### src/design/soc_pkg.sv
// Shared address map, CSR register map, widths and reset constants for the SoC core
`default_nettype none

package soc_pkg;

	// ----------------------------------------
	// Wishbone bus
	// ----------------------------------------
	localparam int WB_ADR_W = 32;
	localparam int WB_DAT_W = 32;
	localparam int WB_SEL_W = 4;

	// Slot field of the address, bit 31 left out so the upper half shadows the lower
	localparam int SLOT_MSB = 30;
	localparam int SLOT_LSB = 28;
	localparam int SLOT_W = SLOT_MSB - SLOT_LSB + 1;
	localparam logic [SLOT_W-1:0] SLOT_NULL = 3'd0;
	localparam logic [SLOT_W-1:0] SLOT_MONITOR = 3'd1;
	localparam logic [SLOT_W-1:0] SLOT_CSR = 3'd6;

	// Monitor memory
	localparam int MON_WORDS = 512;
	localparam int MON_ADR_W = 9;

	// ----------------------------------------
	// CSR bus
	// ----------------------------------------
	localparam int CSR_ADR_W = 14;
	// Word address starts at bus bit 2
	localparam int CSR_ADR_LSB = 2;
	localparam int CSR_PAGE_W = 4;
	localparam logic [CSR_PAGE_W-1:0] SYSCTL_PAGE = 4'd1;

	// System controller registers
	localparam int REG_IDX_W = 3;
	localparam logic [REG_IDX_W-1:0] REG_GPIO_IN = 3'd0;
	localparam logic [REG_IDX_W-1:0] REG_GPIO_OUT = 3'd1;
	localparam logic [REG_IDX_W-1:0] REG_GPIO_MASK = 3'd2;
	localparam logic [REG_IDX_W-1:0] REG_TIMER_CTRL = 3'd3;
	localparam logic [REG_IDX_W-1:0] REG_TIMER_CMP = 3'd4;
	localparam logic [REG_IDX_W-1:0] REG_TIMER_CNT = 3'd5;
	localparam logic [REG_IDX_W-1:0] REG_SYS_CTRL = 3'd6;
	localparam logic [REG_IDX_W-1:0] REG_SYSTEM_ID = 3'd7;

	// Control bit positions
	localparam int TCTL_EN = 0;
	localparam int TCTL_AR = 1;
	localparam int SCTL_LOCK = 0;
	localparam int SCTL_BUSERR = 1;
	localparam int SCTL_HRST = 2;

	// GPIO and board identity
	localparam int GPIO_IN_W = 4;
	localparam int GPIO_OUT_W = 2;
	localparam logic [3:0] PCB_REVISION = 4'b0010;
	localparam logic [WB_DAT_W-1:0] SYSTEM_ID = 32'h5c01_0100;

	// Reset stretch length in cycles
	localparam int RST_STRETCH = 255;
	localparam int RST_CNT_W = $clog2(RST_STRETCH + 1);

endpackage

`default_nettype wire

### src/design/soc_ifs.sv
// Wishbone and CSR bus interfaces used between the blocks of the SoC core
`timescale 1ns/1ns
`default_nettype none

// ----------------------------------------
// Wishbone classic link
// ----------------------------------------
interface wb_if import soc_pkg::*; ();

	logic [WB_ADR_W-1:0] adr;
	logic [WB_DAT_W-1:0] dat_w;
	logic [WB_DAT_W-1:0] dat_r;
	logic [WB_SEL_W-1:0] sel;
	logic we;
	logic cyc;
	logic stb;
	// Single-cycle handshake back to the master
	logic ack;
	logic err;

	modport master (
		output adr, dat_w, sel, we, cyc, stb,
		input dat_r, ack, err
	);

	modport slave (
		input adr, dat_w, sel, we, cyc, stb,
		output dat_r, ack, err
	);

endinterface


`default_nettype wire

### src/design/wb_switch.sv
// Address switch steering bus requests to the slaves and trapping the null region
`timescale 1ns/1ns
`default_nettype none

module wb_switch import soc_pkg::*; (
	input wire logic sys_clk,
	input wire logic sys_rst_i,
	input wire logic [WB_ADR_W-1:0] wb_adr_i,
	input wire logic [WB_DAT_W-1:0] wb_dat_i,
	input wire logic [WB_SEL_W-1:0] wb_sel_i,
	input wire logic wb_we_i,
	input wire logic wb_cyc_i,
	input wire logic wb_stb_i,
	input wire logic bus_errors_en_i,
	output logic [WB_DAT_W-1:0] wb_dat_o,
	output logic wb_ack_o,
	output logic wb_err_o,
	wb_if.master mon_bus,
	wb_if.master csr_bus
);

	logic [SLOT_W-1:0] slot;
	logic mon_hit;
	logic csr_hit;
	logic null_hit;
	logic bus_req;
	logic null_ack;
	logic null_err;

	// ----------------------------------------
	// Slot decode
	// ----------------------------------------
	// Bit 31 not decoded
	assign slot = wb_adr_i[SLOT_MSB:SLOT_LSB];
	assign mon_hit = (slot == SLOT_MONITOR);
	assign csr_hit = (slot == SLOT_CSR);
	// Null slot and every unmapped slot answered here
	assign null_hit = !mon_hit && !csr_hit;
	assign bus_req = wb_cyc_i && wb_stb_i;

	// Shared request lines
	assign mon_bus.adr = wb_adr_i;
	assign mon_bus.dat_w = wb_dat_i;
	assign mon_bus.sel = wb_sel_i;
	assign mon_bus.we = wb_we_i;
	assign mon_bus.cyc = wb_cyc_i;
	assign csr_bus.adr = wb_adr_i;
	assign csr_bus.dat_w = wb_dat_i;
	assign csr_bus.sel = wb_sel_i;
	assign csr_bus.we = wb_we_i;
	assign csr_bus.cyc = wb_cyc_i;

	// Strobe only to the chosen slave
	assign mon_bus.stb = wb_stb_i && mon_hit;
	assign csr_bus.stb = wb_stb_i && csr_hit;

	// ----------------------------------------
	// Null region responder
	// ----------------------------------------
	always_ff @(posedge sys_clk) begin
		if (sys_rst_i) begin
			null_ack <= 1'b0;
			null_err <= 1'b0;
		end else begin
			// One-cycle ack and no repeat while stb is still held
			null_ack <= bus_req && null_hit && !null_ack;
			// Null pointer trap only on slot 0
			null_err <= bus_req && null_hit && !null_ack && bus_errors_en_i
				&& (slot == SLOT_NULL);
		end
	end

	// Return path from the addressed slave
	always_comb begin
		case (slot)
			SLOT_MONITOR: begin
				wb_dat_o = mon_bus.dat_r;
				wb_ack_o = mon_bus.ack;
				wb_err_o = mon_bus.err;
			end
			SLOT_CSR: begin
				wb_dat_o = csr_bus.dat_r;
				wb_ack_o = csr_bus.ack;
				wb_err_o = csr_bus.err;
			end
			default: begin
				// Unmapped space reads zero
				wb_dat_o = '0;
				wb_ack_o = null_ack;
				wb_err_o = null_err;
			end
		endcase
	end

endmodule

`default_nettype wire

### src/flat_wrapper.sv
// flat-port wrapper written by rule: the top's interface ports become plain ports
module wb_switch_flat import soc_pkg::*;
  (sys_clk, sys_rst_i, wb_adr_i, wb_dat_i, wb_sel_i, wb_we_i, wb_cyc_i, wb_stb_i, bus_errors_en_i, wb_dat_o, wb_ack_o, wb_err_o, mon_bus_adr, mon_bus_dat_w, mon_bus_sel, mon_bus_we, mon_bus_cyc, mon_bus_stb, mon_bus_dat_r, mon_bus_ack, mon_bus_err, csr_bus_adr, csr_bus_dat_w, csr_bus_sel, csr_bus_we, csr_bus_cyc, csr_bus_stb, csr_bus_dat_r, csr_bus_ack, csr_bus_err);
  wb_if mon_bus_i ();
  wb_if csr_bus_i ();
  input wire logic sys_clk;
  input wire logic sys_rst_i;
  input wire logic [WB_ADR_W-1:0] wb_adr_i;
  input wire logic [WB_DAT_W-1:0] wb_dat_i;
  input wire logic [WB_SEL_W-1:0] wb_sel_i;
  input wire logic wb_we_i;
  input wire logic wb_cyc_i;
  input wire logic wb_stb_i;
  input wire logic bus_errors_en_i;
  output logic [WB_DAT_W-1:0] wb_dat_o;
  output logic wb_ack_o;
  output logic wb_err_o;
  output wire logic [$bits(mon_bus_i.adr)-1:0] mon_bus_adr;
  output wire logic [$bits(mon_bus_i.dat_w)-1:0] mon_bus_dat_w;
  output wire logic [$bits(mon_bus_i.sel)-1:0] mon_bus_sel;
  output wire logic [$bits(mon_bus_i.we)-1:0] mon_bus_we;
  output wire logic [$bits(mon_bus_i.cyc)-1:0] mon_bus_cyc;
  output wire logic [$bits(mon_bus_i.stb)-1:0] mon_bus_stb;
  input wire logic [$bits(mon_bus_i.dat_r)-1:0] mon_bus_dat_r;
  input wire logic [$bits(mon_bus_i.ack)-1:0] mon_bus_ack;
  input wire logic [$bits(mon_bus_i.err)-1:0] mon_bus_err;
  output wire logic [$bits(csr_bus_i.adr)-1:0] csr_bus_adr;
  output wire logic [$bits(csr_bus_i.dat_w)-1:0] csr_bus_dat_w;
  output wire logic [$bits(csr_bus_i.sel)-1:0] csr_bus_sel;
  output wire logic [$bits(csr_bus_i.we)-1:0] csr_bus_we;
  output wire logic [$bits(csr_bus_i.cyc)-1:0] csr_bus_cyc;
  output wire logic [$bits(csr_bus_i.stb)-1:0] csr_bus_stb;
  input wire logic [$bits(csr_bus_i.dat_r)-1:0] csr_bus_dat_r;
  input wire logic [$bits(csr_bus_i.ack)-1:0] csr_bus_ack;
  input wire logic [$bits(csr_bus_i.err)-1:0] csr_bus_err;
  assign mon_bus_adr = mon_bus_i.adr;
  assign mon_bus_dat_w = mon_bus_i.dat_w;
  assign mon_bus_sel = mon_bus_i.sel;
  assign mon_bus_we = mon_bus_i.we;
  assign mon_bus_cyc = mon_bus_i.cyc;
  assign mon_bus_stb = mon_bus_i.stb;
  assign mon_bus_i.dat_r = mon_bus_dat_r;
  assign mon_bus_i.ack = mon_bus_ack;
  assign mon_bus_i.err = mon_bus_err;
  assign csr_bus_adr = csr_bus_i.adr;
  assign csr_bus_dat_w = csr_bus_i.dat_w;
  assign csr_bus_sel = csr_bus_i.sel;
  assign csr_bus_we = csr_bus_i.we;
  assign csr_bus_cyc = csr_bus_i.cyc;
  assign csr_bus_stb = csr_bus_i.stb;
  assign csr_bus_i.dat_r = csr_bus_dat_r;
  assign csr_bus_i.ack = csr_bus_ack;
  assign csr_bus_i.err = csr_bus_err;
  wb_switch u_core (.sys_clk(sys_clk), .sys_rst_i(sys_rst_i), .wb_adr_i(wb_adr_i), .wb_dat_i(wb_dat_i), .wb_sel_i(wb_sel_i), .wb_we_i(wb_we_i), .wb_cyc_i(wb_cyc_i), .wb_stb_i(wb_stb_i), .bus_errors_en_i(bus_errors_en_i), .wb_dat_o(wb_dat_o), .wb_ack_o(wb_ack_o), .wb_err_o(wb_err_o), .mon_bus(mon_bus_i), .csr_bus(csr_bus_i));
endmodule
### config.mk
export PLATFORM = sky130hd
export DESIGN_NAME = wb_switch_flat
export DESIGN_NICKNAME = d
export VERILOG_FILES = /design/src/design/soc_pkg.sv /design/src/design/soc_ifs.sv /design/src/design/wb_switch.sv /design/src/flat_wrapper.sv
export SDC_FILE = /design/constraint.sdc
export NUM_CORES = 1
export LEC_CHECK = 0
export BUFFER_PORTS_ARGS = -buffer_cell sky130_fd_sc_hd__buf_4
export CAP_MARGIN = 40
export CORE_AREA = 2 2 122 124
export CTS_BUF_LIST = sky130_fd_sc_hd__clkbuf_2 sky130_fd_sc_hd__clkbuf_4 sky130_fd_sc_hd__clkbuf_8
export DETAILED_ROUTE_END_ITERATION = 8
export DIE_AREA = 0 0 124 126
export HOLD_SLACK_MARGIN = 0.05
export PLACE_DENSITY = 0.46
export SYNTH_ARGS = -nofsm -noshare
export SYNTH_HDL_FRONTEND = slang
export SYNTH_SLANG_ARGS = --single-unit
### constraint.sdc
create_clock -name sys_clk -period 2.74 [get_ports sys_clk]
set_clock_uncertainty 0.1 [all_clocks]
set_input_delay 0.274 -clock sys_clk [delete_from_list [all_inputs] [get_ports sys_clk]]
set_output_delay 0.274 -clock sys_clk [all_outputs]
set_load 0.02 [all_outputs]
; ---- Word level (Yosys, flattened, before mapping)
; Cells that the tools add are included.
[totals]
rom_bits = 0
out_inout_bits = 176
inputBits = 142
latchBits = 0
ram_bits = 0
memories = 0
reg_bits = 2
[classes]
n_addsub = 0
n_div = 0
multipliers = 0
n_reduce_logical = 12
mux = 3
bitwise = 0
n_shift = 0
magnitude_cmp = 0
eq_ne = 2
[ops]
columns = operator, n
row1 = $pmux 32 s2, 1
row2 = $logic_and 1x1->1, 8
row3 = $pmux 1 s2, 2
row4 = $eq 3x1->1 const B, 1
row5 = $eq 3x3->1 const B, 1
row6 = $logic_not 1->1, 3
row7 = $logic_not 3->1, 1

; ---- Longest topological paths before layout
[depth]
word_depth = 7
mapped_depth = 5

; ---- Least setup slack after synthesis
; OpenSTA, ideal clock, no wires.
[synth_timing]
kind = input-to-output
startpoint = in wb_adr_i[28]
endpoint = out wb_dat_o[15]
arrival_time_ps = 1127
path_slack_ps = 1239
cell_stages = 5
path_cell_list = buf_6 inv_6 nor3_4 buf_6 a22o_1
[synth_via]
elab_chain_len = 2
word_cells_on_any_way = 3
[synth_rtl]
columns = item, line_no
row1 = "start, declared", flat_wrapper.sv:8  ; input wire logic [WB_ADR_W-1:0] wb_adr_i;
row2 = $eq 3x3->1 / $eq 3x1->1 (equally long branches), wb_switch.sv:75  ; case (slot)
row3 = $pmux 32 s2 *, wb_switch.sv:75
row4 = "end, declared", flat_wrapper.sv:15  ; output logic [WB_DAT_W-1:0] wb_dat_o;
; Every way passes the cells marked *; elsewhere a longest branch is shown, timed or not.

; ---- Final worst setup path
[layout_timing]
startpoint = in wb_adr_i[28]
endpoint = out wb_dat_o[6]
; Same word-level chain as after synthesis.

==> key figures <==
Finish
  • Ant. Diodes: 0
  • Fin cells: 365
  • Final core utilization: 0.118
  • Final Instance Area: 0.00169 mm2
  • Final net count: 325
  • Fraction of final layout cells sized beyond drive strength 1: 0.751
  • P&R area growth vs syn: 3.86%
  • # fillers: 1687

Power
  • Leakage power: 0.000817 uW
  • Max VDD drop: 0.000183 V
  • Pwr dens: 230 mW/mm2

Status
  • Status: complete, no violations

Synthesis
  • Synth Instances: 204
  • Yosys synthesis warning count: 0
  • Avg Cell Area, Syn: 7.95 um2
  • Area of the mapped netlist: 0.00162 mm2
  • Post-synth EDFFs: 0
  • Area leader, netlist: buf_4
  • Distinct cell type count after synthesis: 21
  • Share of flip-flops with an asynchronous set or reset: 0
  • Synth top area share: 0.648
  • Syn nets: 346
  • Seq/Total Area, Yosys: 0.0247
  • Main flop type after synthesis: dfxtp_1
  • Top-count cell post-synth: buf_4
  • Post-synthesis register bit count: 2
  • Top cells by count, synth: buf_4 (140), a22o_1 (29), buf_6 (7), o21ai_0 (4), a22o_2 (3)
  • Largest cells by area after synthesis: buf_4 (65%), a22o_1 (16%), buf_6 (4.9%)

Worst setup path
  • CP required: 2.37 ns
  • Crit-path max FO: 23
  • Critical path arrival: 1.65 ns
  • CP Class: input pin to output pin
  • CP Launch Type: input pin
  • CP Capture Type: output pin

Clock network
  • # hold bufs at CTS: 0
  • Maximum clock path buffer count: 2
  • Resized Gates After CTS: 0
  • TritonCTS Buffers: 3
  • Clk sinks: 2
  • Latest clock arrival within the worst-skew pair: 0.20 ns
  • Reg clk slew, reported paths: 0.03 ns
  • CTS tree: done
  • CTS Root Cell: clkbuf_8
  • H-tree depth: 1
  • # Post-CTS Setup Buffers: 0

Global route
  • Vias in the first global route: 1214
  • Initial antenna violation count: 0
  • Largest net degree at the start of global routing: 24
  • First-pass GRT wire length: 7260 um
  • Tot GR Track Use: 0.0629
  • GRT overflow: 0

Detailed routing
  • DRC viols: 0
  • Antenna-violating nets left: 0
  • Drt via density: 3.28
  • DR pass1 iterations: 4
  • Per-cell routed wire length: 15.1 um
  • Iter 0 DRT Violations: 22
  • Drt total wl: 5520 um
  • DR vias: 1199

Floorplan
  • Placeable Area: 0.0143 mm2
  • Die height: 126 um
  • Initial Utilization: 0.113
  • Die width: 124 um
  • Total Die Area: 0.0156 mm2
  • # IOs: 318
  • Row Count: 44

Timing
  • Worst Tran Pin Value: 0.537 ns
  • Final Critical Period: 2.03 ns
  • Crit share post-route: 0.740
  • RSZ-0062 raised after global routing: no
  • WHS: 0.212 ns
  • Max-slew headroom: 0.641
  • Final Max Tran Viols: 0
  • Final hold vios: 0
  • Setup TNS: 0 ns
  • Setup violations, final: 0
  • Fmax: 0.493 GHz

Placed design
  • DP HPWL: 4770 um
  • I/O Buffers: 119
  • Global placement routability congestion: 0.719
  • Area after DPL: 0.00164 mm2
  • Post-Place Cells: 362

Job
  • Max-cap viol count: 0

Hold path
  • Hold WC Path Type: input pin to flip-flop
## power breakdown
group / switching, uW / total, uW / internal, uW
sequential: 0.690 / 30.8 / 30.1
combinational: 112 / 245 / 133
clock: 19.3 / 112 / 92.5
total: 132 / 388 / 256
## placed cells by master (no fill, tap or decap)
cell,count
clkbuf_8,3
nor3_4,1
a22o_2,3
a22o_1,29
buf_4,120
nand2_1,1
and3b_2,2
dfxtp_1,2
and2_2,2
nor2_1,1
and2_1,1
a221oi_1,2
nand4bb_1,1
inv_6,1
buf_12,1
nor3_1,1
a21oi_1,2
nand2_2,1
nor4_1,1
and3_2,1
nor2_4,1
o21ai_0,4
## metal layers
| metal | global-route usage | share of wire |
|---|---|---|
| met1 | 0.0645 | 0.33 |
| met2 | 0.106 | 0.46 |
| met3 | 0.0186 | 0.15 |
| met4 | 0.0489 | 0.068 |
| met5 | 0 | 0 |
## flip-flops by register name (all words and copies together), names as in the netlist
name and flops:
u_core.null_ack 1, u_core.null_err 1
## worst paths after layout
check | from | end | slack, ns | cells after the start
setup / recovery | wb_adr_i[28] | wb_dat_o[6] | 0.71 | 6
hold / removal | bus_errors_en_i | u_core.null_err$_SDFF_PP0_ | 0.21 | 3
setup reg to reg | u_core.null_ack$_SDFF_PP0_ | u_core.null_err$_SDFF_PP0_ | 1.78 | 2
hold reg to reg | u_core.null_ack$_SDFF_PP0_ | u_core.null_ack$_SDFF_PP0_ | 0.54 | 2
## critical path, stage by stage
cell    delay, ns
buf_4        0.16
inv_6        0.05
nor3_4       0.48
buf_12       0.23
a22o_1       0.25
buf_4        0.18
## metrics by stage
stage,setup WS (ns),power (uW)
4_1_cts,0.641,398
3_3_place_gp,0.710,282
2_1_floorplan,1.24,418
5_1_grt,0.561,415
3_5_place_dp,0.649,281
6_report,0.713,388
## logic make-up after synthesis
kind of cell,share of synthesized area
DFF,0.0247
buffers and inverters,0.702
AOI/OAI and AO/OA,0.204
and+or+nand+nor,0.0694
## cell type report
type	instances	area, um2	share of cell area
clock buffer	3	41.3	0.0245
inverter	1	8.76	0.00520
multi-input combinational	54	444	0.264
sequential	2	40.0	0.0238
tap	184	230	0.137
timing repair buffer	121	921	0.546
No activity file was read; power rests on OpenSTA's default activity.
