`src/design/soc_pkg.sv`:
```
// Shared address map, CSR register map, widths and reset constants for the SoC core
`default_nettype none

package soc_pkg;

	// ----------------------------------------
	// Wishbone bus
	// ----------------------------------------
	localparam int WB_ADR_W = 32;
	localparam int WB_DAT_W = 32;
	localparam int WB_SEL_W = 4;

	// Slot field of the address, bit 31 left out so the upper half shadows the lower
	localparam int SLOT_MSB = 30;
	localparam int SLOT_LSB = 28;
	localparam int SLOT_W = SLOT_MSB - SLOT_LSB + 1;
	localparam logic [SLOT_W-1:0] SLOT_NULL = 3'd0;
	localparam logic [SLOT_W-1:0] SLOT_MONITOR = 3'd1;
	localparam logic [SLOT_W-1:0] SLOT_CSR = 3'd6;

	// Monitor memory
	localparam int MON_WORDS = 512;
	localparam int MON_ADR_W = 9;

	// ----------------------------------------
	// CSR bus
	// ----------------------------------------
	localparam int CSR_ADR_W = 14;
	// Word address starts at bus bit 2
	localparam int CSR_ADR_LSB = 2;
	localparam int CSR_PAGE_W = 4;
	localparam logic [CSR_PAGE_W-1:0] SYSCTL_PAGE = 4'd1;

	// System controller registers
	localparam int REG_IDX_W = 3;
	localparam logic [REG_IDX_W-1:0] REG_GPIO_IN = 3'd0;
	localparam logic [REG_IDX_W-1:0] REG_GPIO_OUT = 3'd1;
	localparam logic [REG_IDX_W-1:0] REG_GPIO_MASK = 3'd2;
	localparam logic [REG_IDX_W-1:0] REG_TIMER_CTRL = 3'd3;
	localparam logic [REG_IDX_W-1:0] REG_TIMER_CMP = 3'd4;
	localparam logic [REG_IDX_W-1:0] REG_TIMER_CNT = 3'd5;
	localparam logic [REG_IDX_W-1:0] REG_SYS_CTRL = 3'd6;
	localparam logic [REG_IDX_W-1:0] REG_SYSTEM_ID = 3'd7;

	// Control bit positions
	localparam int TCTL_EN = 0;
	localparam int TCTL_AR = 1;
	localparam int SCTL_LOCK = 0;
	localparam int SCTL_BUSERR = 1;
	localparam int SCTL_HRST = 2;

	// GPIO and board identity
	localparam int GPIO_IN_W = 4;
	localparam int GPIO_OUT_W = 2;
	localparam logic [3:0] PCB_REVISION = 4'b0010;
	localparam logic [WB_DAT_W-1:0] SYSTEM_ID = 32'h5c01_0100;

	// Reset stretch length in cycles
	localparam int RST_STRETCH = 255;
	localparam int RST_CNT_W = $clog2(RST_STRETCH + 1);

endpackage

`default_nettype wire

```
`src/design/soc_ifs.sv`:
```
// Wishbone and CSR bus interfaces used between the blocks of the SoC core
`timescale 1ns/1ns
`default_nettype none

// ----------------------------------------
// Wishbone classic link
// ----------------------------------------
interface wb_if import soc_pkg::*; ();

	logic [WB_ADR_W-1:0] adr;
	logic [WB_DAT_W-1:0] dat_w;
	logic [WB_DAT_W-1:0] dat_r;
	logic [WB_SEL_W-1:0] sel;
	logic we;
	logic cyc;
	logic stb;
	// Single-cycle handshake back to the master
	logic ack;
	logic err;

	modport master (
		output adr, dat_w, sel, we, cyc, stb,
		input dat_r, ack, err
	);

	modport slave (
		input adr, dat_w, sel, we, cyc, stb,
		output dat_r, ack, err
	);

endinterface

// ----------------------------------------
// CSR bus
// ----------------------------------------
interface csr_if import soc_pkg::*; ();

	// Word address with page in the top bits
	logic [CSR_ADR_W-1:0] adr;
	logic we;
	logic [WB_DAT_W-1:0] dat_w;
	logic [WB_DAT_W-1:0] dat_r;

	modport bridge (
		output adr, we, dat_w,
		input dat_r
	);

	modport peripheral (
		input adr, we, dat_w,
		output dat_r
	);

endinterface

`default_nettype wire

```
`src/design/csr_bridge.sv`:
```
// Bridge turning one Wishbone access into one two-cycle CSR bus cycle
`timescale 1ns/1ns
`default_nettype none

module csr_bridge import soc_pkg::*; (
	input wire logic sys_clk,
	input wire logic sys_rst_i,
	wb_if.slave bus,
	csr_if.bridge csr
);

	typedef enum logic [1:0] {
		ST_IDLE,
		ST_XFER,
		ST_DONE
	} state_t;

	state_t state;

	// CSR space has no error response
	assign bus.err = 1'b0;

	// ----------------------------------------
	// Access sequencer
	// ----------------------------------------
	always_ff @(posedge sys_clk) begin
		if (sys_rst_i) begin
			state <= ST_IDLE;
			csr.we <= 1'b0;
			bus.ack <= 1'b0;
		end else begin
			case (state)
				ST_IDLE: begin
					bus.ack <= 1'b0;
					if (bus.cyc && bus.stb) begin
						// Cycle 1 presents address and write strobe
						csr.we <= bus.we;
						state <= ST_XFER;
					end
				end
				ST_XFER: begin
					// Strobe dropped so the write lands once
					csr.we <= 1'b0;
					bus.ack <= 1'b1;
					state <= ST_DONE;
				end
				default: begin
					// Master releases stb after seeing ack
					bus.ack <= 1'b0;
					state <= ST_IDLE;
				end
			endcase
		end
	end

	// Payload registers
	always_ff @(posedge sys_clk) begin
		if (state == ST_IDLE) begin
			csr.adr <= bus.adr[CSR_ADR_LSB +: CSR_ADR_W];
			csr.dat_w <= bus.dat_w;
		end
		// Cycle 2 captures read data with the ack
		if (state == ST_XFER) begin
			bus.dat_r <= csr.dat_r;
		end
	end

endmodule

`default_nettype wire

```
`src/flat_wrapper.sv`:
```
// flat-port wrapper written by rule: the top's interface ports become plain ports
module csr_bridge_flat import soc_pkg::*;
  (sys_clk, sys_rst_i, bus_adr, bus_dat_w, bus_sel, bus_we, bus_cyc, bus_stb, bus_dat_r, bus_ack, bus_err, csr_adr, csr_we, csr_dat_w, csr_dat_r);
  wb_if bus_i ();
  csr_if csr_i ();
  input wire logic sys_clk;
  input wire logic sys_rst_i;
  input wire logic [$bits(bus_i.adr)-1:0] bus_adr;
  input wire logic [$bits(bus_i.dat_w)-1:0] bus_dat_w;
  input wire logic [$bits(bus_i.sel)-1:0] bus_sel;
  input wire logic [$bits(bus_i.we)-1:0] bus_we;
  input wire logic [$bits(bus_i.cyc)-1:0] bus_cyc;
  input wire logic [$bits(bus_i.stb)-1:0] bus_stb;
  output wire logic [$bits(bus_i.dat_r)-1:0] bus_dat_r;
  output wire logic [$bits(bus_i.ack)-1:0] bus_ack;
  output wire logic [$bits(bus_i.err)-1:0] bus_err;
  output wire logic [$bits(csr_i.adr)-1:0] csr_adr;
  output wire logic [$bits(csr_i.we)-1:0] csr_we;
  output wire logic [$bits(csr_i.dat_w)-1:0] csr_dat_w;
  input wire logic [$bits(csr_i.dat_r)-1:0] csr_dat_r;
  assign bus_i.adr = bus_adr;
  assign bus_i.dat_w = bus_dat_w;
  assign bus_i.sel = bus_sel;
  assign bus_i.we = bus_we;
  assign bus_i.cyc = bus_cyc;
  assign bus_i.stb = bus_stb;
  assign bus_dat_r = bus_i.dat_r;
  assign bus_ack = bus_i.ack;
  assign bus_err = bus_i.err;
  assign csr_adr = csr_i.adr;
  assign csr_we = csr_i.we;
  assign csr_dat_w = csr_i.dat_w;
  assign csr_i.dat_r = csr_dat_r;
  csr_bridge u_core (.sys_clk(sys_clk), .sys_rst_i(sys_rst_i), .bus(bus_i), .csr(csr_i));
endmodule
```
`config.mk`:
```
export PLATFORM = sky130hd
export DESIGN_NAME = csr_bridge_flat
export DESIGN_NICKNAME = d
export VERILOG_FILES = /design/src/design/soc_pkg.sv /design/src/design/soc_ifs.sv /design/src/design/csr_bridge.sv /design/src/flat_wrapper.sv
export SDC_FILE = /design/constraint.sdc
export NUM_CORES = 1
export LEC_CHECK = 0
export BUFFER_PORTS_ARGS = -buffer_cell sky130_fd_sc_hd__buf_2
export CORE_MARGIN = 2
export CORE_UTILIZATION = 30
export CTS_BUF_LIST = sky130_fd_sc_hd__clkbuf_16
export CTS_CLUSTER_DIAMETER = 120
export CTS_CLUSTER_SIZE = 10
export DETAILED_ROUTE_END_ITERATION = 8
export HOLD_SLACK_MARGIN = 0.02
export SYNTH_ARGS = -nofsm -noshare
export SYNTH_HDL_FRONTEND = slang
export SYNTH_SLANG_ARGS = --single-unit
```
`constraint.sdc`:
```
create_clock -name sys_clk -period 2.8 [get_ports sys_clk]
set_input_delay 0.28 -clock sys_clk [delete_from_list [all_inputs] [get_ports sys_clk]]
set_output_delay 0.28 -clock sys_clk [all_outputs]
set_load 0.005 [all_outputs]
```
## After elaboration in Yosys (flattened, before gate mapping)

Index checks and enable logic that the tools add are counted.

- Eq/ne operators: 2
- Reduce and logical (&&, ||, !) cells: 4
- Multiplexer cells: 5

Operator list:

| kind | count |
|---|---|
| one-hot mux 2 bit (2 select lines) | 1 |
| equality test 2 x 1 -> 1 bit, second input constant | 1 |
| logical NOT 2 bit | 1 |
| two-way mux 1 bit | 2 |
| two-way mux 2 bit | 1 |
| inequality test 2 x 1 -> 1 bit, second input constant | 1 |
| one-hot mux 1 bit (2 select lines) | 1 |
| AND reduction 2 bit | 1 |
| nonzero test 2 bit | 1 |
| logical AND 1 bit | 1 |

- Output and inout port bits: 81
- Register bits after elaboration: 82
- Word-level logic and storage cells: 17
- Input port bits: 105

## Logic depth before layout (Yosys ltp)

Gate-level depths: netlist of run 1.

- Depth after elaboration: 3
- Gate-level depth with buffers: 3
- Mapped depth without buffers: 3

## Least setup slack after synthesis of run 1

No wires, ideal clock.

- Path kind: register to register
- Start point: register u_core.state[0]
- End point: register u_core.bus.dat_r[0], enable pin
- Setup time: 0.425 ns
- Slack: 0.525 ns
- Path buffers: 0
- Clock period less this slack: 2.275 ns
- Data arrival time: 1.851 ns
- Cell stages (with the launch flop): 2
- Path through: dfxtp_1 nor2b_1

- Cells in the longest elaborated chain, start to end: 1

RTL lines:

| what | RTL line | text |
|---|---|---|
| start: declaration | csr_bridge.sv:18 | `state_t state;` |
| start signal: assignment | csr_bridge.sv:28 | `state <= ST_IDLE;` |
| start signal: assignment | csr_bridge.sv:38 | `state <= ST_XFER;` |
| start signal: assignment | csr_bridge.sv:45 | `state <= ST_DONE;` |
| equality test 2 x 1 -> 1 bit | csr_bridge.sv:63 | `if (state == ST_XFER) begin` |
| end: declaration | soc_ifs.sv:28 | `output dat_r, ack, err` |

Every way passes these cells.
A chain may end at the register's enable or synchronous reset.

## Worst setup path in the final report of run 1

- Start point: register u_core.state[1]
- End point: register u_core.csr.dat_w[10], enable pin

- Cells in the longest elaborated chain, start to end: 1

RTL lines:

| what | RTL line | text |
|---|---|---|
| logical NOT 2 bit | csr_bridge.sv:58 | `if (state == ST_IDLE) begin` |
| end: declaration | soc_ifs.sv:45 | `output adr, we, dat_w,` |

Every way passes these cells.

==> results.md, run 1 <==
* PD cells at around 700 mW/mm^2
* Die area at a little over 0.009 sq mm
* Routed len/inst at ~14 um
* Peak VDD IR at about 290 uV
* DRC violations left at 0
* RSZ-0062 raised after global routing: false
* Minimum clock period at between 1.5 and 2 ns
* Buf/Inv on CP at 1
* Die X-Extent at approximately 95 um
* Clock buffer depth at 2
* CP max FO at 25
* Area after DPL at approximately 0.0035 sq mm
* Met3 usage in global routing at 0.0458
* Final Worst Setup Slack at about 1.3 ns
* Mapped cell area at between 0.002 and 0.0025 sq mm
* Seq/Total Area, Yosys at 0.971
* FILL cells at about 740
* Final Cycle Share at 0.546
* Worst setup path category: flip-flop to flip-flop
* Most used DFF post-synth: edfxtp_1
* Crit path launch type: flip-flop
* Final setup fails at 0
* Core ar. at 0.00813 sq mm
* Hold Crit Class: input pin to flip-flop
* Final Skew at 0.00715 ns
* Fmax at about 0.65 GHz
* Synth async-reset ratio at 0
* Clock transition at path regs at roughly 0.060 ns
* Vias post-DR at ~1500
* Number of diodes at 0
* CP Capture Type: flip-flop
* Syn avg cell area at between 20 and 30 sq um
* First-pass iteration count of the detailed router at 4
* H-tree lvl count at 3
* Cell family with most CP delay: simple AND/OR/NAND/NOR gates
* Post-synth top cells: edfxtp_1, dfxtp_1, nand2_1, nor3b_1
* Clk Latency, worst-skew pair at ~0.33 ns
* Post-synthesis cell type count at 12
* CTS tree: done
* GRT Total Usage at 0.110
* Max Cap Violations at 0
* First-pass GRT wire length at ~6.9 mm
* Final hold viol count at 0
* Gpl congestion at 0.659
* Critical Path RT at about 2.8 ns
* Top-count cell post-synth: edfxtp_1
* Met2 GRT Util at 0.160
* Yosys warns at 0
* I/O pin count at roughly 190
* DRT Wirelength at 5.32 mm
* Met1 Resource Use GR at 0.129
* Die Y at ~95 um
* Leakage at approximately 1.6 nW
* Num CTS Buffers at 9
* HPWL after detailed placement at between 3 and 4 mm
* Slew @ Worst Pin at 0.682 ns
* Vias in the first global route at about 1400
* Rows at 33
* Avg Vias per Cell at about 4
* Synth area leader: edfxtp_1
* Top-area cell type share of the netlist area at 0.939
* Setup WS pre-CTS at roughly 1.3 ns
* Share of layout cells above drive strength 1 at 0.663
* Initial Util at 0.307
* Top cells by area, synth: edfxtp_1, dfxtp_1, nor3b_1, buf_4, nand2_1
* Number of hold buffers added after CTS at 0
* Crit-path cells: nor2_4 -> buf_12
* Status: finished, final reports clean
* Synth Instances at 94
* Syn Nets at around 200
* Pin count of the biggest net entering global routing at 33
* Post-synth EDFFs at between 70 and 80
* I/O Buffers at about 160
* Syn-to-layout area delta at 50.0%
* Root Buffer: clkbuf_16
* Slowest CP cell: nor2_4
* TNS Setup at 0 ns
* Max_slew headroom at 0.544
* Slowest cell delay on critical path at about 0.55 ns
* Worst R2R Setup Slack at between 1 and 1.5 ns
* Antenna viol nets, final at 0
* Layout Nets at approximately 370
* Seq cells post-synth at between 80 and 90
* Design Area, Final at 0.00374 sq mm
* Antenna violations before repair at 0
* Cts repair resizes at 0
* Max-slew violation count at 0
* Most Crowded Layer GR: met2
* WP data arrival at 1.55 ns
* Starting DRC count in detailed routing at 25
* Sink Count at 82
* GR Overflow Total at 0
* Post-CTS Setup Bufs at 0
## metrics by stage
step / power [W] / hold WS (ns) / utilization / cells
CTS: 0.00270 / 0.108 / 0.460 / 378
floorplan: 0.00150 / 0.349 / - / 94
finish: 0.00266 / 0.125 / 0.460 / 378
global placement: 0.00162 / 0.456 / 0.426 / 362
global route: 0.00278 / 0.103 / 0.460 / 378
detailed placement: 0.00163 / 0.458 / 0.426 / 362
## final cells by class
class                           count  area (sq um)  area share
Sequential cell                    82          2420       0.647
Timing Repair Buffer              164           838       0.224
Clock buffer                        9           225      0.0602
Tap cell                          105           131      0.0351
Multi-Input combinational cell     11          72.6      0.0194
Clock inverter                      7          52.6      0.0140
## kinds of logic after synthesis
logic type      count (synthesis)  synth area share
buf+inv                         1           0.00301
simple gates                    9            0.0221
flops                          82             0.971
compound gates                  1           0.00251
other cells                     1           0.00150
## path summary, 6_finish.rpt
kind / start / to / depth (start not counted)
worst max-delay path: u_core.state[1]$_SDFFE_PP0P_ / u_core.csr.dat_w[10]$_DFFE_PN_ / 2
worst min register to register: u_core.csr.we$_SDFFE_PP0P_ / u_core.csr.we$_SDFFE_PP0P_ / 2
worst max register to register: u_core.state[1]$_SDFFE_PP0P_ / u_core.csr.dat_w[10]$_DFFE_PN_ / 2
worst min-delay path: bus_dat_w[26] / u_core.csr.dat_w[26]$_DFFE_PN_ / 1
## state kept, by name, summed over array words and instances, names as in the netlist
name	count
u_core.bus.ack	1
u_core.bus.dat_r	32
u_core.csr.adr	14
u_core.csr.dat_w	32
u_core.csr.we	1
u_core.state	2
## power breakdown
part	internal, W	total, W	leakage [nW]	switching (W)
Sequential	0.00142	0.00144	0.801	0.0000171
Combinational	0.0000859	0.000161	0.676	0.0000753
Clock	0.000604	0.00106	0.130	0.000458
## routing by layer
layer  part of all wire  up-vias
met5                  0        -
met4              0.031        0
met3               0.12       14
met2               0.45      103
met1               0.40      675
li1                   -      722
## worst reg2reg max path: stages (launching register included)
cell and delay, ns:
dfxtp_1 0.39, nor2_4 0.55, buf_12 0.28
## cells in the final DEF, fill, tap and decap left out, types with 2 or more instances in the layout
cell type	n
buf_2	162
clkbuf_16	9
clkinvlp_4	3
dfxtp_1	4
edfxtp_1	78
inv_6	2
nand2_1	2
nor3b_1	2
No activity file was read; power rests on OpenSTA's default activity.
==> inputs of run 2 (changes only) <==
Settings changed: PLACE_DENSITY from default to 0.65.
Clock period 2.8 ns to 1.4 ns, I/O delays scaled along.
==> results.md, run 2 (same netlist as run 1, synthesis figures left out) <==
* Routed len/inst at 14.2 um (was 14.1 um)
* Max-slew violation count at 0 (unchanged)
* CP max FO at 32 (was 25)
* Worst setup path category: flip-flop to flip-flop (unchanged)
* Slowest cell delay on critical path at 0.43 ns (was 0.55 ns)
* Critical Path RT at 1.42 ns (was 2.83 ns)
* Multi-input gate area at 77.6 sq um (was 72.6 sq um)
* FILL cells at 624 (was 744)
* CP Capture Type: flip-flop (unchanged)
* Leakage at 1.95 nW (was 1.61 nW)
* Fmax at 0.860 GHz (was 0.654 GHz)
* Share of layout cells above drive strength 1 at 0.517 (was 0.663)
* Status: finished, final reports clean (unchanged)
* Final hold viol count at 0 (unchanged)
* CTS tree: done (unchanged)
* Initial Util at 0.307 (unchanged)
* Most frequent cells in the layout: buf_2, dlygate4sd3_1, edfxtp_1, clkbuf_16, dfxtp_1 (was buf_2, edfxtp_1, clkbuf_16, dfxtp_1, clkinvlp_4)
* Avg Vias per Cell at 4.07 (was 4.01)
* Buf/Inv on CP at 1 (unchanged)
* Dpl cells at 362 (unchanged)
* Total power at 0.00553 W (was 0.00266 W)
* H-tree lvl count at 3 (unchanged)
* Antenna viol nets, final at 0 (unchanged)
* Vias in the first global route at 1950 (was 1361)
* Core ar. at 0.00813 sq mm (unchanged)
* Number of diodes at 0 (unchanged)
* Hold slack final at 0.0758 ns (was 0.125 ns)
* PD cells at 1220 mW/mm^2 (was 711 mW/mm^2)
* Starting DRC count in detailed routing at 43 (was 25)
* Register area at 0.00242 sq mm (about the same)
* Leading registers by flop count: u_core.bus.dat_r x32, u_core.csr.dat_w x32, u_core.csr.adr x14 (unchanged)
* Final Worst Setup Slack at 0.237 ns (was 1.27 ns)
* Clock buffer depth at 2 (unchanged)
* GRT Total Usage at 0.138 (was 0.110)
* WP data arrival at 1.19 ns (was 1.55 ns)
* Fin cells at 457 (was 378)
* First-pass iteration count of the detailed router at 4 (unchanged)
* Clk Latency, worst-skew pair at 0.33 ns (about the same)
* Vias post-DR at 1858 (was 1514)
* Final setup fails at 0 (unchanged)
* Slowest CP cell: dfxtp_1 (was nor2_4)
* Max Cap Violations at 0 (unchanged)
* Syn-to-layout area delta at 82.5% (was 50.0%)
* Setup WS pre-CTS at 0.248 ns (was 1.27 ns)
* Most common cell after layout, fill and taps aside: buf_2 (unchanged)
* Root Buffer: clkbuf_16 (unchanged)
* Minimum clock period at 1.16 ns (was 1.53 ns)
* Final Cycle Share at 0.831 (was 0.546)
* TNS Setup at 0 ns (unchanged)
* Gpl congestion at 0.680 (was 0.659)
* DRT Wirelength at 6.48 mm (was 5.32 mm)
* GR Overflow Total at 0 (unchanged)
* Layout Nets at 452 (was 373)
* Die Y at 95.2 um (unchanged)
* Final Skew at 0.00936 ns (was 0.00715 ns)
* Crit-path cells: nor2b_4 -> buf_12 (was nor2_4 -> buf_12)
* Die area at 0.00906 sq mm (unchanged)
* Antenna violations before repair at 0 (unchanged)
* Hold Crit Class: input pin to flip-flop (unchanged)
* Cell family with most CP delay: flip-flops (was simple AND/OR/NAND/NOR gates)
* Cts repair resizes at 0 (unchanged)
* First-pass GRT wire length at 9.16 mm (was 6.93 mm)
* Pin count of the biggest net entering global routing at 48 (was 33)
* Clock transition at path regs at 0.07 ns (was 0.06 ns)
* Rows at 33 (unchanged)
* Crit path launch type: flip-flop (unchanged)
* Num CTS Buffers at 9 (unchanged)
* Sink Count at 82 (unchanged)
* DRC violations left at 0 (unchanged)
* Worst R2R Setup Slack at 0.24 ns (was 1.27 ns)
* I/O Buffers at 162 (unchanged)
* RSZ-0062 raised after global routing: false (unchanged)
* I/O pin count at 186 (unchanged)
* Peak VDD IR at 573 uV (was 290 uV)
* Die X-Extent at 95.2 um (unchanged)
==> run 2: cell count changes in the layout (fill, tap and decap cells not counted), sizes merged <==
cell         change
clkinv           +1
clkinvlp         -1
dlygate4sd3     +79
==> run 2: worst paths after layout <==
path / from / endpoint / cells past startpoint
worst max-delay path: u_core.state[0]$_SDFFE_PP0P_ / u_core.bus.dat_r[10]$_DFFE_PN_ / 2
worst min-delay path: bus_stb / u_core.state[0]$_SDFFE_PP0P_ / 3
worst max register to register: u_core.state[0]$_SDFFE_PP0P_ / u_core.bus.dat_r[10]$_DFFE_PN_ / 2
worst min register to register: u_core.csr.we$_SDFFE_PP0P_ / u_core.csr.we$_SDFFE_PP0P_ / 2
==> run 2: through the flow <==
step	util	cell area, sq um
2_1_floorplan	-	2510
3_3_place_gp	0.428	3480
3_5_place_dp	0.428	3480
4_1_cts	0.560	4550
5_1_grt	0.560	4550
6_report	0.560	4550
==> run 2: worst register-to-register path, stage by stage, from the launching register on <==
cell     delay (ns)
dfxtp_1        0.43
nor2b_4        0.20
buf_12         0.21
==> run 2: layer usage <==
layer | up-vias | GRT usage | wire [um]
met4 | 0 | 0.0435 | 75
met5 | - | 0 | 0
met3 | 7 | 0.0609 | 762
met1 | 850 | 0.154 | 2520
met2 | 120 | 0.239 | 3130
li1 | 881 | - | -
==> run 2: power breakdown <==
group / switching, W / total [W] / internal (W)
clock: 0.000940 / 0.00215 / 0.00121
combinational: 0.000183 / 0.000502 / 0.000320
sequential: 0.0000381 / 0.00288 / 0.00284
==> run 2: area by class of cell <==
cell class	count	share of cell area
flip-flops and latches	82	0.532
clock inverters	7	0.0118
repair buffers	243	0.361
multi-input cells	11	0.0170
clock buffers	9	0.0495
well taps	105	0.0289
==> run 2: repair_timing <==
action	4_1_cts	5_1_grt
hold buffers	79	0
buffers inserted	0	0
endpoints found under the hold margin	82	0
