==> src/design/soc_pkg.sv <==
// Shared address map, CSR register map, widths and reset constants for the SoC core
`default_nettype none

package soc_pkg;

	// ----------------------------------------
	// Wishbone bus
	// ----------------------------------------
	localparam int WB_ADR_W = 32;
	localparam int WB_DAT_W = 32;
	localparam int WB_SEL_W = 4;

	// Slot field of the address, bit 31 left out so the upper half shadows the lower
	localparam int SLOT_MSB = 30;
	localparam int SLOT_LSB = 28;
	localparam int SLOT_W = SLOT_MSB - SLOT_LSB + 1;
	localparam logic [SLOT_W-1:0] SLOT_NULL = 3'd0;
	localparam logic [SLOT_W-1:0] SLOT_MONITOR = 3'd1;
	localparam logic [SLOT_W-1:0] SLOT_CSR = 3'd6;

	// Monitor memory
	localparam int MON_WORDS = 512;
	localparam int MON_ADR_W = 9;

	// ----------------------------------------
	// CSR bus
	// ----------------------------------------
	localparam int CSR_ADR_W = 14;
	// Word address starts at bus bit 2
	localparam int CSR_ADR_LSB = 2;
	localparam int CSR_PAGE_W = 4;
	localparam logic [CSR_PAGE_W-1:0] SYSCTL_PAGE = 4'd1;

	// System controller registers
	localparam int REG_IDX_W = 3;
	localparam logic [REG_IDX_W-1:0] REG_GPIO_IN = 3'd0;
	localparam logic [REG_IDX_W-1:0] REG_GPIO_OUT = 3'd1;
	localparam logic [REG_IDX_W-1:0] REG_GPIO_MASK = 3'd2;
	localparam logic [REG_IDX_W-1:0] REG_TIMER_CTRL = 3'd3;
	localparam logic [REG_IDX_W-1:0] REG_TIMER_CMP = 3'd4;
	localparam logic [REG_IDX_W-1:0] REG_TIMER_CNT = 3'd5;
	localparam logic [REG_IDX_W-1:0] REG_SYS_CTRL = 3'd6;
	localparam logic [REG_IDX_W-1:0] REG_SYSTEM_ID = 3'd7;

	// Control bit positions
	localparam int TCTL_EN = 0;
	localparam int TCTL_AR = 1;
	localparam int SCTL_LOCK = 0;
	localparam int SCTL_BUSERR = 1;
	localparam int SCTL_HRST = 2;

	// GPIO and board identity
	localparam int GPIO_IN_W = 4;
	localparam int GPIO_OUT_W = 2;
	localparam logic [3:0] PCB_REVISION = 4'b0010;
	localparam logic [WB_DAT_W-1:0] SYSTEM_ID = 32'h5c01_0100;

	// Reset stretch length in cycles
	localparam int RST_STRETCH = 255;
	localparam int RST_CNT_W = $clog2(RST_STRETCH + 1);

endpackage

`default_nettype wire

==> src/design/soc_ifs.sv <==
// Wishbone and CSR bus interfaces used between the blocks of the SoC core
`timescale 1ns/1ns
`default_nettype none


// ----------------------------------------
// CSR bus
// ----------------------------------------
interface csr_if import soc_pkg::*; ();

	// Word address with page in the top bits
	logic [CSR_ADR_W-1:0] adr;
	logic we;
	logic [WB_DAT_W-1:0] dat_w;
	logic [WB_DAT_W-1:0] dat_r;

	modport bridge (
		output adr, we, dat_w,
		input dat_r
	);

	modport peripheral (
		input adr, we, dat_w,
		output dat_r
	);

endinterface

`default_nettype wire

==> src/design/sys_ctl.sv <==
// System controller with GPIO, compare timer, interrupts, control bits and system ID
`timescale 1ns/1ns
`default_nettype none

module sys_ctl import soc_pkg::*; (
	input wire logic sys_clk,
	input wire logic sys_rst_i,
	input wire logic [GPIO_IN_W-1:0] gpio_in_i,
	csr_if.peripheral csr,
	output logic [GPIO_OUT_W-1:0] gpio_out_o,
	output logic gpio_irq_o,
	output logic timer_irq_o,
	output logic debug_write_lock_o,
	output logic bus_errors_en_o,
	output logic hard_reset_o
);

	logic page_hit;
	logic csr_wr;
	logic [REG_IDX_W-1:0] reg_idx;
	logic [GPIO_IN_W-1:0] gpio_meta;
	logic [GPIO_IN_W-1:0] gpio_in_q;
	logic [GPIO_IN_W-1:0] gpio_prev;
	logic [GPIO_IN_W-1:0] gpio_mask;
	logic timer_en;
	logic timer_ar;
	logic timer_hit;
	logic [WB_DAT_W-1:0] timer_cmp;
	logic [WB_DAT_W-1:0] timer_cnt;

	// Page from the top CSR address bits
	assign page_hit = (csr.adr[CSR_ADR_W-1 -: CSR_PAGE_W] == SYSCTL_PAGE);
	assign reg_idx = csr.adr[REG_IDX_W-1:0];
	assign csr_wr = csr.we && page_hit;

	// ----------------------------------------
	// GPIO input sync and change detect
	// ----------------------------------------
	always_ff @(posedge sys_clk) begin
		gpio_meta <= gpio_in_i;
		gpio_in_q <= gpio_meta;
		gpio_prev <= gpio_in_q;
	end

	// Timer match while running
	assign timer_hit = timer_en && (timer_cnt == timer_cmp);
	assign timer_irq_o = timer_hit;

	// ----------------------------------------
	// Registers and timer
	// ----------------------------------------
	always_ff @(posedge sys_clk) begin
		if (sys_rst_i) begin
			gpio_out_o <= '0;
			gpio_mask <= '0;
			gpio_irq_o <= 1'b0;
			timer_en <= 1'b0;
			timer_ar <= 1'b0;
			timer_cmp <= '0;
			timer_cnt <= '0;
			debug_write_lock_o <= 1'b0;
			bus_errors_en_o <= 1'b0;
			hard_reset_o <= 1'b0;
		end else begin
			// Pulse on any masked input edge
			gpio_irq_o <= |((gpio_in_q ^ gpio_prev) & gpio_mask);
			hard_reset_o <= 1'b0;
			// Count clears on match and stops unless auto-reload
			if (timer_hit) begin
				timer_cnt <= '0;
				timer_en <= timer_ar;
			end else if (timer_en) begin
				timer_cnt <= timer_cnt + 32'd1;
			end
			// CSR writes win over timer updates
			if (csr_wr) begin
				case (reg_idx)
					REG_GPIO_OUT: gpio_out_o <= csr.dat_w[GPIO_OUT_W-1:0];
					REG_GPIO_MASK: gpio_mask <= csr.dat_w[GPIO_IN_W-1:0];
					REG_TIMER_CTRL: begin
						timer_en <= csr.dat_w[TCTL_EN];
						timer_ar <= csr.dat_w[TCTL_AR];
					end
					REG_TIMER_CMP: timer_cmp <= csr.dat_w;
					REG_TIMER_CNT: timer_cnt <= csr.dat_w;
					REG_SYS_CTRL: begin
						debug_write_lock_o <= csr.dat_w[SCTL_LOCK];
						bus_errors_en_o <= csr.dat_w[SCTL_BUSERR];
						// Write-only bit gives a single pulse
						hard_reset_o <= csr.dat_w[SCTL_HRST];
					end
					default: ;
				endcase
			end
		end
	end

	// ----------------------------------------
	// Read mux
	// ----------------------------------------
	always_comb begin
		csr.dat_r = '0;
		// Other pages read zero
		if (page_hit) begin
			case (reg_idx)
				REG_GPIO_IN: csr.dat_r = {{(WB_DAT_W - $bits(PCB_REVISION) - GPIO_IN_W){1'b0}},
					PCB_REVISION, gpio_in_q};
				REG_GPIO_OUT: csr.dat_r = {{(WB_DAT_W - GPIO_OUT_W){1'b0}}, gpio_out_o};
				REG_GPIO_MASK: csr.dat_r = {{(WB_DAT_W - GPIO_IN_W){1'b0}}, gpio_mask};
				REG_TIMER_CTRL: csr.dat_r = {{(WB_DAT_W - 2){1'b0}}, timer_ar, timer_en};
				REG_TIMER_CMP: csr.dat_r = timer_cmp;
				REG_TIMER_CNT: csr.dat_r = timer_cnt;
				// Hard reset bit reads back zero
				REG_SYS_CTRL: csr.dat_r = {{(WB_DAT_W - 3){1'b0}}, 1'b0, bus_errors_en_o,
					debug_write_lock_o};
				default: csr.dat_r = SYSTEM_ID;
			endcase
		end
	end

endmodule

`default_nettype wire

==> src/flat_wrapper.sv <==
// flat-port wrapper written by rule: the top's interface ports become plain ports
module sys_ctl_flat import soc_pkg::*;
  (sys_clk, sys_rst_i, gpio_in_i, gpio_out_o, gpio_irq_o, timer_irq_o, debug_write_lock_o, bus_errors_en_o, hard_reset_o, csr_adr, csr_we, csr_dat_w, csr_dat_r);
  csr_if csr_i ();
  input wire logic sys_clk;
  input wire logic sys_rst_i;
  input wire logic [GPIO_IN_W-1:0] gpio_in_i;
  output logic [GPIO_OUT_W-1:0] gpio_out_o;
  output logic gpio_irq_o;
  output logic timer_irq_o;
  output logic debug_write_lock_o;
  output logic bus_errors_en_o;
  output logic hard_reset_o;
  input wire logic [$bits(csr_i.adr)-1:0] csr_adr;
  input wire logic [$bits(csr_i.we)-1:0] csr_we;
  input wire logic [$bits(csr_i.dat_w)-1:0] csr_dat_w;
  output wire logic [$bits(csr_i.dat_r)-1:0] csr_dat_r;
  assign csr_i.adr = csr_adr;
  assign csr_i.we = csr_we;
  assign csr_i.dat_w = csr_dat_w;
  assign csr_dat_r = csr_i.dat_r;
  sys_ctl u_core (.sys_clk(sys_clk), .sys_rst_i(sys_rst_i), .gpio_in_i(gpio_in_i), .csr(csr_i), .gpio_out_o(gpio_out_o), .gpio_irq_o(gpio_irq_o), .timer_irq_o(timer_irq_o), .debug_write_lock_o(debug_write_lock_o), .bus_errors_en_o(bus_errors_en_o), .hard_reset_o(hard_reset_o));
endmodule
==> config.mk <==
export PLATFORM = sky130hd
export DESIGN_NAME = sys_ctl_flat
export DESIGN_NICKNAME = d
export VERILOG_FILES = /design/src/design/soc_pkg.sv /design/src/design/soc_ifs.sv /design/src/design/sys_ctl.sv /design/src/flat_wrapper.sv
export SDC_FILE = /design/constraint.sdc
export NUM_CORES = 1
export LEC_CHECK = 0
export BUFFER_PORTS_ARGS = -buffer_cell sky130_fd_sc_hd__buf_2
export CORE_UTILIZATION = 32
export DETAILED_ROUTE_END_ITERATION = 12
export PLACE_DENSITY = 0.56
export SYNTH_ARGS = -nofsm -noshare
export SYNTH_HDL_FRONTEND = slang
export SYNTH_SLANG_ARGS = --single-unit
==> constraint.sdc <==
create_clock -name sys_clk -period 2.1 [get_ports sys_clk]
set_clock_uncertainty 0.2 [all_clocks]
set_input_delay 0.21 -clock sys_clk [delete_from_list [all_inputs] [get_ports sys_clk]]
set_output_delay 0.21 -clock sys_clk [all_outputs]
set_load 0.02 [all_outputs]
-- Yosys cells after proc, flatten, opt, wreduce, memory -nomap -nowiden
Index checks and enable logic that the tools add are counted.
- word-level logic and storage cells: 45
- output and inout bits: 39
- input bits: 53
- flip-flop bits (word level): 88
- eq/ne operators: 8
- mux-type cells: 9
- $add $sub $neg: 1
- bitwise operators: 4
- reductions and logical operators: 10
- operators by type and width (operator ; count):
    one-hot mux 32 bit (7 select lines) ; 1
    two-way mux 32 bit ; 5
    adder 32 x 1 -> 32 bit (second input constant) ; 1
    == test 32 bit ; 1
    AND reduction 2 bit ; 5
    == test 3 bit (second input constant) ; 3
    == test 3 x 2 -> 1 bit (second input constant) ; 2
    bitwise AND 4 bit ; 1
    == test 4 x 1 -> 1 bit (second input constant) ; 1
    OR reduction 4 bit ; 1
    bitwise XOR 4 bit ; 1
    == test 3 x 1 -> 1 bit (second input constant) ; 1
    zero test 3 bit ; 1
    two-way mux 1 bit ; 3
    OR reduction 3 bit ; 1
    logical AND 1 bit ; 2
    inverter 1 bit ; 2

-- Longest topological paths before layout
Gate-level depths: netlist (run 1).
- depth after elaboration: 5
- gate-level depth with buffers: 9
- depth with buffers taken out: 6

-- Worst setup path after synthesis (run 1)
OpenSTA, ideal clock, no wires.
- kind: input port to output port
- start point: in csr_adr[1]
- end point: out csr_dat_r[10]
- cell stages on the path: 7
- slack: 0.134 ns
- arrival: 1.556 ns
- required time: 1.690 ns
- path buffers: 3
- cell sequence: buf_2 nor2_2 and2_1 buf_2 clkbuf_1 a22oi_1 nor2_1
- word-level cells in the longest chain between the ends: 3
- elaborated cells on any way between the ends: 9
- those cells by class: eq/ne (6); mux (2); reduce/logical (1)
- RTL lines (item ; RTL line ; source):
    start: declaration ; flat_wrapper.sv:14 ; input wire logic [$bits(csr_i.adr)-1:0] csr_adr;
    == test 3 bit, or another cell as far along ; sys_ctl.sv:105 ; case (reg_idx)
    one-hot mux 32 bit (7 select lines) (*) ; sys_ctl.sv:105 ;
    two-way mux 32 bit (*) ; sys_ctl.sv:104 ; if (page_hit) begin
    end: declaration ; flat_wrapper.sv:17 ; output wire logic [$bits(csr_i.dat_r)-1:0] csr_dat_r;
Mark *: on every way between the ends. The rest lies on a longest branch, timed or not.

-- Worst setup path in the final report (run 1)
- start point: reg u_core.timer_cmp[12]
- end point: out timer_irq_o
- word-level cells in the longest chain between the ends: 2
- RTL lines (item ; RTL line ; source):
    start: declaration ; sys_ctl.sv:28 ; logic [WB_DAT_W-1:0] timer_cmp;
    start signal: assignment ; sys_ctl.sv:84 ; REG_TIMER_CMP: timer_cmp <= csr.dat_w;
    == test 32 bit ; sys_ctl.sv:46 ; assign timer_hit = timer_en && (timer_cnt == timer_cmp);
    logical AND 1 bit ; sys_ctl.sv:46 ;
    end: declaration ; flat_wrapper.sv:10 ; output logic timer_irq_o;
Every way passes these cells.

==> results of run 1 <==
==> per-layer routing <==
metal | up-vias | track usage [%]
met2 | 143 | 34.0
met4 | 0 | 3.78
met5 | - | 0
li1 | 2273 | -
met3 | 8 | 4.37
met1 | 2133 | 25.0
==> cell type report <==
cell class                 count  area, sq um  area share, %
inverter                       3         11.3          0.181
timing repair buffer         183         1320           21.2
clock inverter                 2         12.5          0.201
clock buffer                  14          274           4.41
multi-input combinational    448         2610           42.0
sequential                    88         1770           28.5
tap                          180          225           3.62
==> sequential cells by signal, indices dropped and copies added, names as in the netlist, 2 cells and up <==
name	cells
u_core.timer_cmp	32
u_core.gpio_prev	4
u_core.timer_cnt	32
u_core.gpio_out_o	2
u_core.gpio_mask	4
u_core.gpio_meta	4
u_core.gpio_in_q	4
==> per-stage QoR <==
step	instance area, sq um	TNS [ns]	setup slack [ns]	hold slack (ns)
finish	6220	-0.778	-0.0843	0.0782
global route	6220	-2.97	-0.163	0.0877
CTS	6160	-0.212	-0.121	0.0673
detailed placement	5460	-0.0268	-0.0268	0.113
global placement	5460	-0.00767	-0.00767	0.110
floorplan	4540	0	0.134	0.0377
==> Yosys cell counts, types with 5 or more instances <==
| master | number | area share [%] |
|---|---|---|
| a21oi_1 | 52 | 5.7 |
| a22oi_1 | 24 | 4.0 |
| and3_1 | 6 | 0.83 |
| buf_2 | 13 | 1.4 |
| buf_4 | 5 | 0.83 |
| clkbuf_1 | 21 | 1.7 |
| dfxtp_1 | 88 | 39 |
| mux2i_1 | 9 | 2.0 |
| nand2_1 | 130 | 11 |
| nand3_1 | 19 | 2.1 |
| nand4_1 | 15 | 2.1 |
| nor2_1 | 44 | 3.6 |
| nor3_1 | 7 | 0.77 |
| o21ai_0 | 13 | 1.4 |
| o21ai_1 | 20 | 2.2 |
| xnor2_1 | 50 | 9.6 |
| xor2_1 | 16 | 3.1 |
==> worst reg2reg max path, cell delays in order (launching register included) <==
cell     delay [ns]
dfxtp_1        0.39
xnor2_2        0.15
nand4_1        0.17
nor4_4         0.35
buf_4          0.15
nand3_1        0.12
or2_2          0.30
a32o_1         0.24
==> cell families after synthesis <==
logic type	count (synthesis)	share of synthesized area, %
AO/OA/AOI/OAI	118	14.8
AND/OR/NAND/NOR	253	26.3
flip-flops	88	38.8
multiplexers	10	2.23
XOR/XNOR	66	12.7
adder cells (fa/ha/maj)	1	0.275
buffers and inverters	45	4.82
==> worst paths after layout <==
kind / end / cells after the start / startpoint
setup / recovery: timer_irq_o / 6 / u_core.timer_cmp[12]
hold / removal: u_core.timer_ar / 2 / sys_rst_i
setup reg to reg: u_core.timer_en / 7 / u_core.timer_cmp[12]
hold reg to reg: u_core.gpio_in_q[0] / 0 / u_core.gpio_meta[0]
==> where the power goes <==
part,switching (mW),internal (mW),total (mW)
sequential,0.00903,1.68,1.69
clock,0.652,0.898,1.55
combinational,0.144,0.134,0.279
==> what timing repair did <==
action	in CTS	in global routing
pin swaps	6	2
resized for setup	10	14
hold buffers	36	0
buffers inserted	2	1
cloned	0	1
endpoints found under the setup margin	2	39
hold endpoints to repair	74	0
==> results.json, run 1 <==
{
  "worst_path_dominant_cell_family": "simple AND/OR/NAND/NOR gates",
  "vias": 4557,
  "io_buffers": 84,
  "total_power_mw": 3.52,
  "drtPass1Iterations": 4,
  "cts_root_buf": "clkbuf_16",
  "worst_pin_slew_ns": 0.418,
  "ios": 92,
  "area_growth_syn_to_layout_pct": 36.9,
  "relSlewSlack_pct": 72.1,
  "critPathMaxStageDelay_ns": 0.39,
  "syn_area_sq_um": 4540,
  "outcome": "complete, but fails checks",
  "syn_avg_cell_area_sq_um": 7.82,
  "vdd_drop_max_mv": 0.509,
  "ant_nets": 0,
  "die_y_microns": 121,
  "synth_edf_count": 0,
  "drt_wl_total_microns": 14200,
  "layout.cells.non_filler": 918,
  "die_w_microns": 121,
  "reg2reg_slack_ns": -0.07,
  "worstPathCellList": "xnor2_2 -> nand4_1 -> nor4_4 -> nand4_2 -> inv_2 -> buf_6",
  "finalHoldViolCount": 0,
  "dp.cells": 862,
  "violations": "setup timing",
  "clk_pin_slew_ns": 0.06,
  "fin_crit_sh_pct": 104,
  "synth_flop_cell": "dfxtp_1",
  "drive_gt1_share_pct": 25.5,
  "min_path_type": "primary input to register",
  "seq_area_frac_synth_pct": 38.8,
  "finalMaxSlewViolations": 0,
  "core_sq_um": 13900,
  "grt_use_total_pct": 19.7,
  "worstSetupEndpointType": "output port",
  "place.gp.congestion": 0.843,
  "n_antenna_cell": 0,
  "critical_path_class": "register to output port",
  "grt_max_degree": 26,
  "cts_tree": "done",
  "insertion_delay_ns": 0.35,
  "dp_hpwl_microns": 10300,
  "crit_slowest_cell": "dfxtp_1",
  "arrival_ns": 1.77,
  "cts_made_buffers": 9,
  "start_util_pct": 32.7,
  "htreeDepth": 3,
  "setup_slack_ns": -0.0843,
  "pwr_density_cell_nw_per_um2": 567,
  "dr.max_layer_used": "met4",
  "synth_nets": 635,
  "critical_path.max_fanout": 3,
  "wl_met3_microns": 858,
  "crit_buf_inv": 2,
  "startpoint_type": "register",
  "yosys_warnings": 0,
  "fill_cells": 1417,
  "async_flop_share_pct": 0,
  "final_util_pct": 44.8,
  "wl_per_cell_microns": 15.5,
  "min_period_ns": 2.18,
  "grt_overflow": 0,
  "leakage_nw": 2.34,
  "crit_required_ns": 1.69,
  "syn_inst": 581,
  "wl_met2_microns": 6880,
  "synth_cell_types": 47,
  "die_area_sq_um": 14700,
  "final_common_cell": "nand2_1",
  "ys_seq_elements": 88,
  "grt_pass1_wl_microns": 22100,
  "wl_met1_microns": 6400,
  "fmax_mhz": 458,
  "max_cap_viol_count": 0,
  "drc_errors": 0,
  "grt_pass1_vias": 4342,
  "layout.nets": 787,
  "viasPerCell": 4.96,
  "drtIter0Drc": 316,
  "mostFrequentLayoutCells": "nand2_1, buf_2, dfxtp_1, buf_4, a21oi_1",
  "antenna_found_initial": 0,
  "clock-sinks": 88,
  "rows": 43,
  "setup_viol": 27,
  "rsz0062_at_grt": "true",
  "cts_buffer_depth": 2
}
(Power assumes the default switching activity.)
==> run 2, diff against run 1 <==
CAP_MARGIN = 0   (was unset)
PLACE_DENSITY = 0.58   (was 0.56)
clock period = 1.81 ns   (was 2.1 ns; I/O delays follow)
==> run 2 against run 1 <==
Critical path depth increased by 1. Largest power group is now the clock network. Via count grew 9.4%. Critical path type unchanged. Count of clock-buffer cells in the layout fell by 3. The flow still finishes with violations (setup timing). Power rose by 24%. Global-route usage rose by 3.2 points. Design area rose by 13%. Sequential share of layout area down 3.0 points. Non-clock buffer count rose by 54. Critical endpoint unchanged. Sequential cell count stayed put.
==> results.json, run 2 (same netlist as run 1, synthesis figures left out) <==
{
  "relSlewSlack_pct": 76.5,
  "mostFrequentLayoutCells": "nand2_1, buf_4, buf_2, dfxtp_1, a21oi_1",
  "die_w_microns": 121,
  "pwr_density_cell_nw_per_um2": 619,
  "min_path_type": "primary input to register",
  "dp_hpwl_microns": 11100,
  "final_common_cell": "nand2_1",
  "cts_made_buffers": 9,
  "ant_nets": 0,
  "antenna_found_initial": 0,
  "clock-sinks": 88,
  "drtIter0Drc": 312,
  "min_to": "u_core.debug_write_lock_o",
  "wl_per_cell_microns": 16.6,
  "critical_path.max_fanout": 2,
  "grt_pass1_wl_microns": 25400,
  "min_path_cells": 2,
  "core_sq_um": 13900,
  "htreeDepth": 3,
  "hp-start": "sys_rst_i",
  "insertion_delay_ns": 0.36,
  "cts_root_buf": "clkbuf_16",
  "io_buffers": 84,
  "crit_required_ns": 1.43,
  "reg_top3": "u_core.timer_cmp x32, u_core.timer_cnt x32",
  "critical_path_class": "register to output port",
  "fin_crit_sh_pct": 122,
  "grt_overflow": 0,
  "layout.nets": 842,
  "drc_errors": 0,
  "ios": 92,
  "worstSetupEndpointType": "output port",
  "drtPass1Iterations": 5,
  "max_cap_viol_count": 0,
  "vias": 4986,
  "place_area_sq_um": 5860,
  "drive_gt1_share_pct": 40.0,
  "cts_tree": "done",
  "die_area_sq_um": 14700,
  "violations": "setup timing",
  "grt_use_total_pct": 22.9,
  "min_period_ns": 2.21,
  "regToRegStartpoint": "u_core.timer_cmp[12]",
  "rsz0062_at_grt": "true",
  "fill_cells": 1312,
  "outcome": "complete, but fails checks",
  "area_growth_syn_to_layout_pct": 54.9,
  "rows": 43,
  "die_y_microns": 121,
  "arrival_ns": 1.83,
  "viasPerCell": 5.12,
  "n_antenna_cell": 0,
  "finalMaxSlewViolations": 0,
  "vdd_drop_max_mv": 0.378,
  "fin_area_sq_um": 7040,
  "cts_buffer_depth": 2,
  "clk_pin_slew_ns": 0.06,
  "grt_max_degree": 33,
  "start_util_pct": 32.7,
  "finalHoldViolCount": 0,
  "worst_pin_slew_ns": 0.352,
  "setup_slack_ns": -0.396,
  "drt_wl_total_microns": 16200,
  "reg2regPathDepth": 7,
  "fmax_mhz": 453,
  "r2r-end": "u_core.timer_en",
  "reg2reg_slack_ns": -0.25,
  "place.gp.congestion": 0.873,
  "grt_pass1_vias": 4871,
  "final_util_pct": 50.7,
  "startpoint_type": "register",
  "leakage_nw": 2.71,
  "setup_viol": 36
}
-- run 2: timing repair --
action,CTS,global route
cloned,2,0
hold buffers,36,0
setup buffers,10,8
endpoints found under the setup margin,51,62
resized for setup,57,40
pin swaps,30,13
endpoints found under the hold margin,78,0
-- run 2: worst max-delay path by stage --
stage                                     from              endpoint  slack, ns  cells past startpoint
after floorplan                     csr_adr[1]         csr_dat_r[10]      -0.02                      7
after global placement             csr_adr[11]       u_core.timer_en      -0.17                      7
after detailed placement   u_core.timer_cnt[8]  u_core.timer_cnt[26]      -0.21                      8
after CTS                 u_core.timer_cnt[10]           timer_irq_o      -0.38                      7
after global routing      u_core.timer_cmp[18]           timer_irq_o      -0.50                      7
final                     u_core.timer_cmp[12]           timer_irq_o      -0.40                      7
-- run 2: final cells by class --
class	count	area, sq um	share of cell area (%)
Clock buffer	11	233	3.31
Clock inverter	5	81.3	1.16
Sequential cell	88	1790	25.4
Multi-Input combinational cell	449	2890	41.1
Tap cell	180	225	3.20
Timing Repair Buffer	237	1810	25.7
Inverter	3	11.3	0.160
-- run 2: critical path, cell delays in order (launching register included) --
cell,delay (ns)
dfxtp_1,0.33
xnor2_2,0.18
nand4_1,0.17
nor4_4,0.35
nand4_2,0.14
buf_6,0.15
inv_2,0.05
buf_6,0.10
-- run 2: report_power, final --
part | internal, mW | switching [mW]
combinational | 0.186 | 0.191
clock | 1.21 | 0.806
sequential | 1.95 | 0.0106
-- run 2: per-layer routing --
layer	vias to the layer above	part of all wire [%]	global-route usage, %
li1	2393	-	-
met1	2388	44	28.9
met2	176	48	37.8
met3	29	5.4	4.75
met4	0	2.4	9.41
met5	-	0	0
-- run 2: through the flow --
| step | TNS [ns] | power (mW) | hold slack [ns] | cells | setup slack [ns] |
|---|---|---|---|---|---|
| finish | -5.38 | 4.36 | 0.0174 | 973 | -0.396 |
| global route | -9.02 | 4.51 | 0.0152 | 973 | -0.497 |
| CTS | -4.86 | 4.37 | 0.00193 | 968 | -0.377 |
| detailed placement | -8.43 | 2.28 | 0.0846 | 905 | -0.206 |
| global placement | -7.32 | 2.27 | 0.0849 | 905 | -0.172 |
| floorplan | -0.721 | 2.13 | 0.00872 | 581 | -0.0243 |
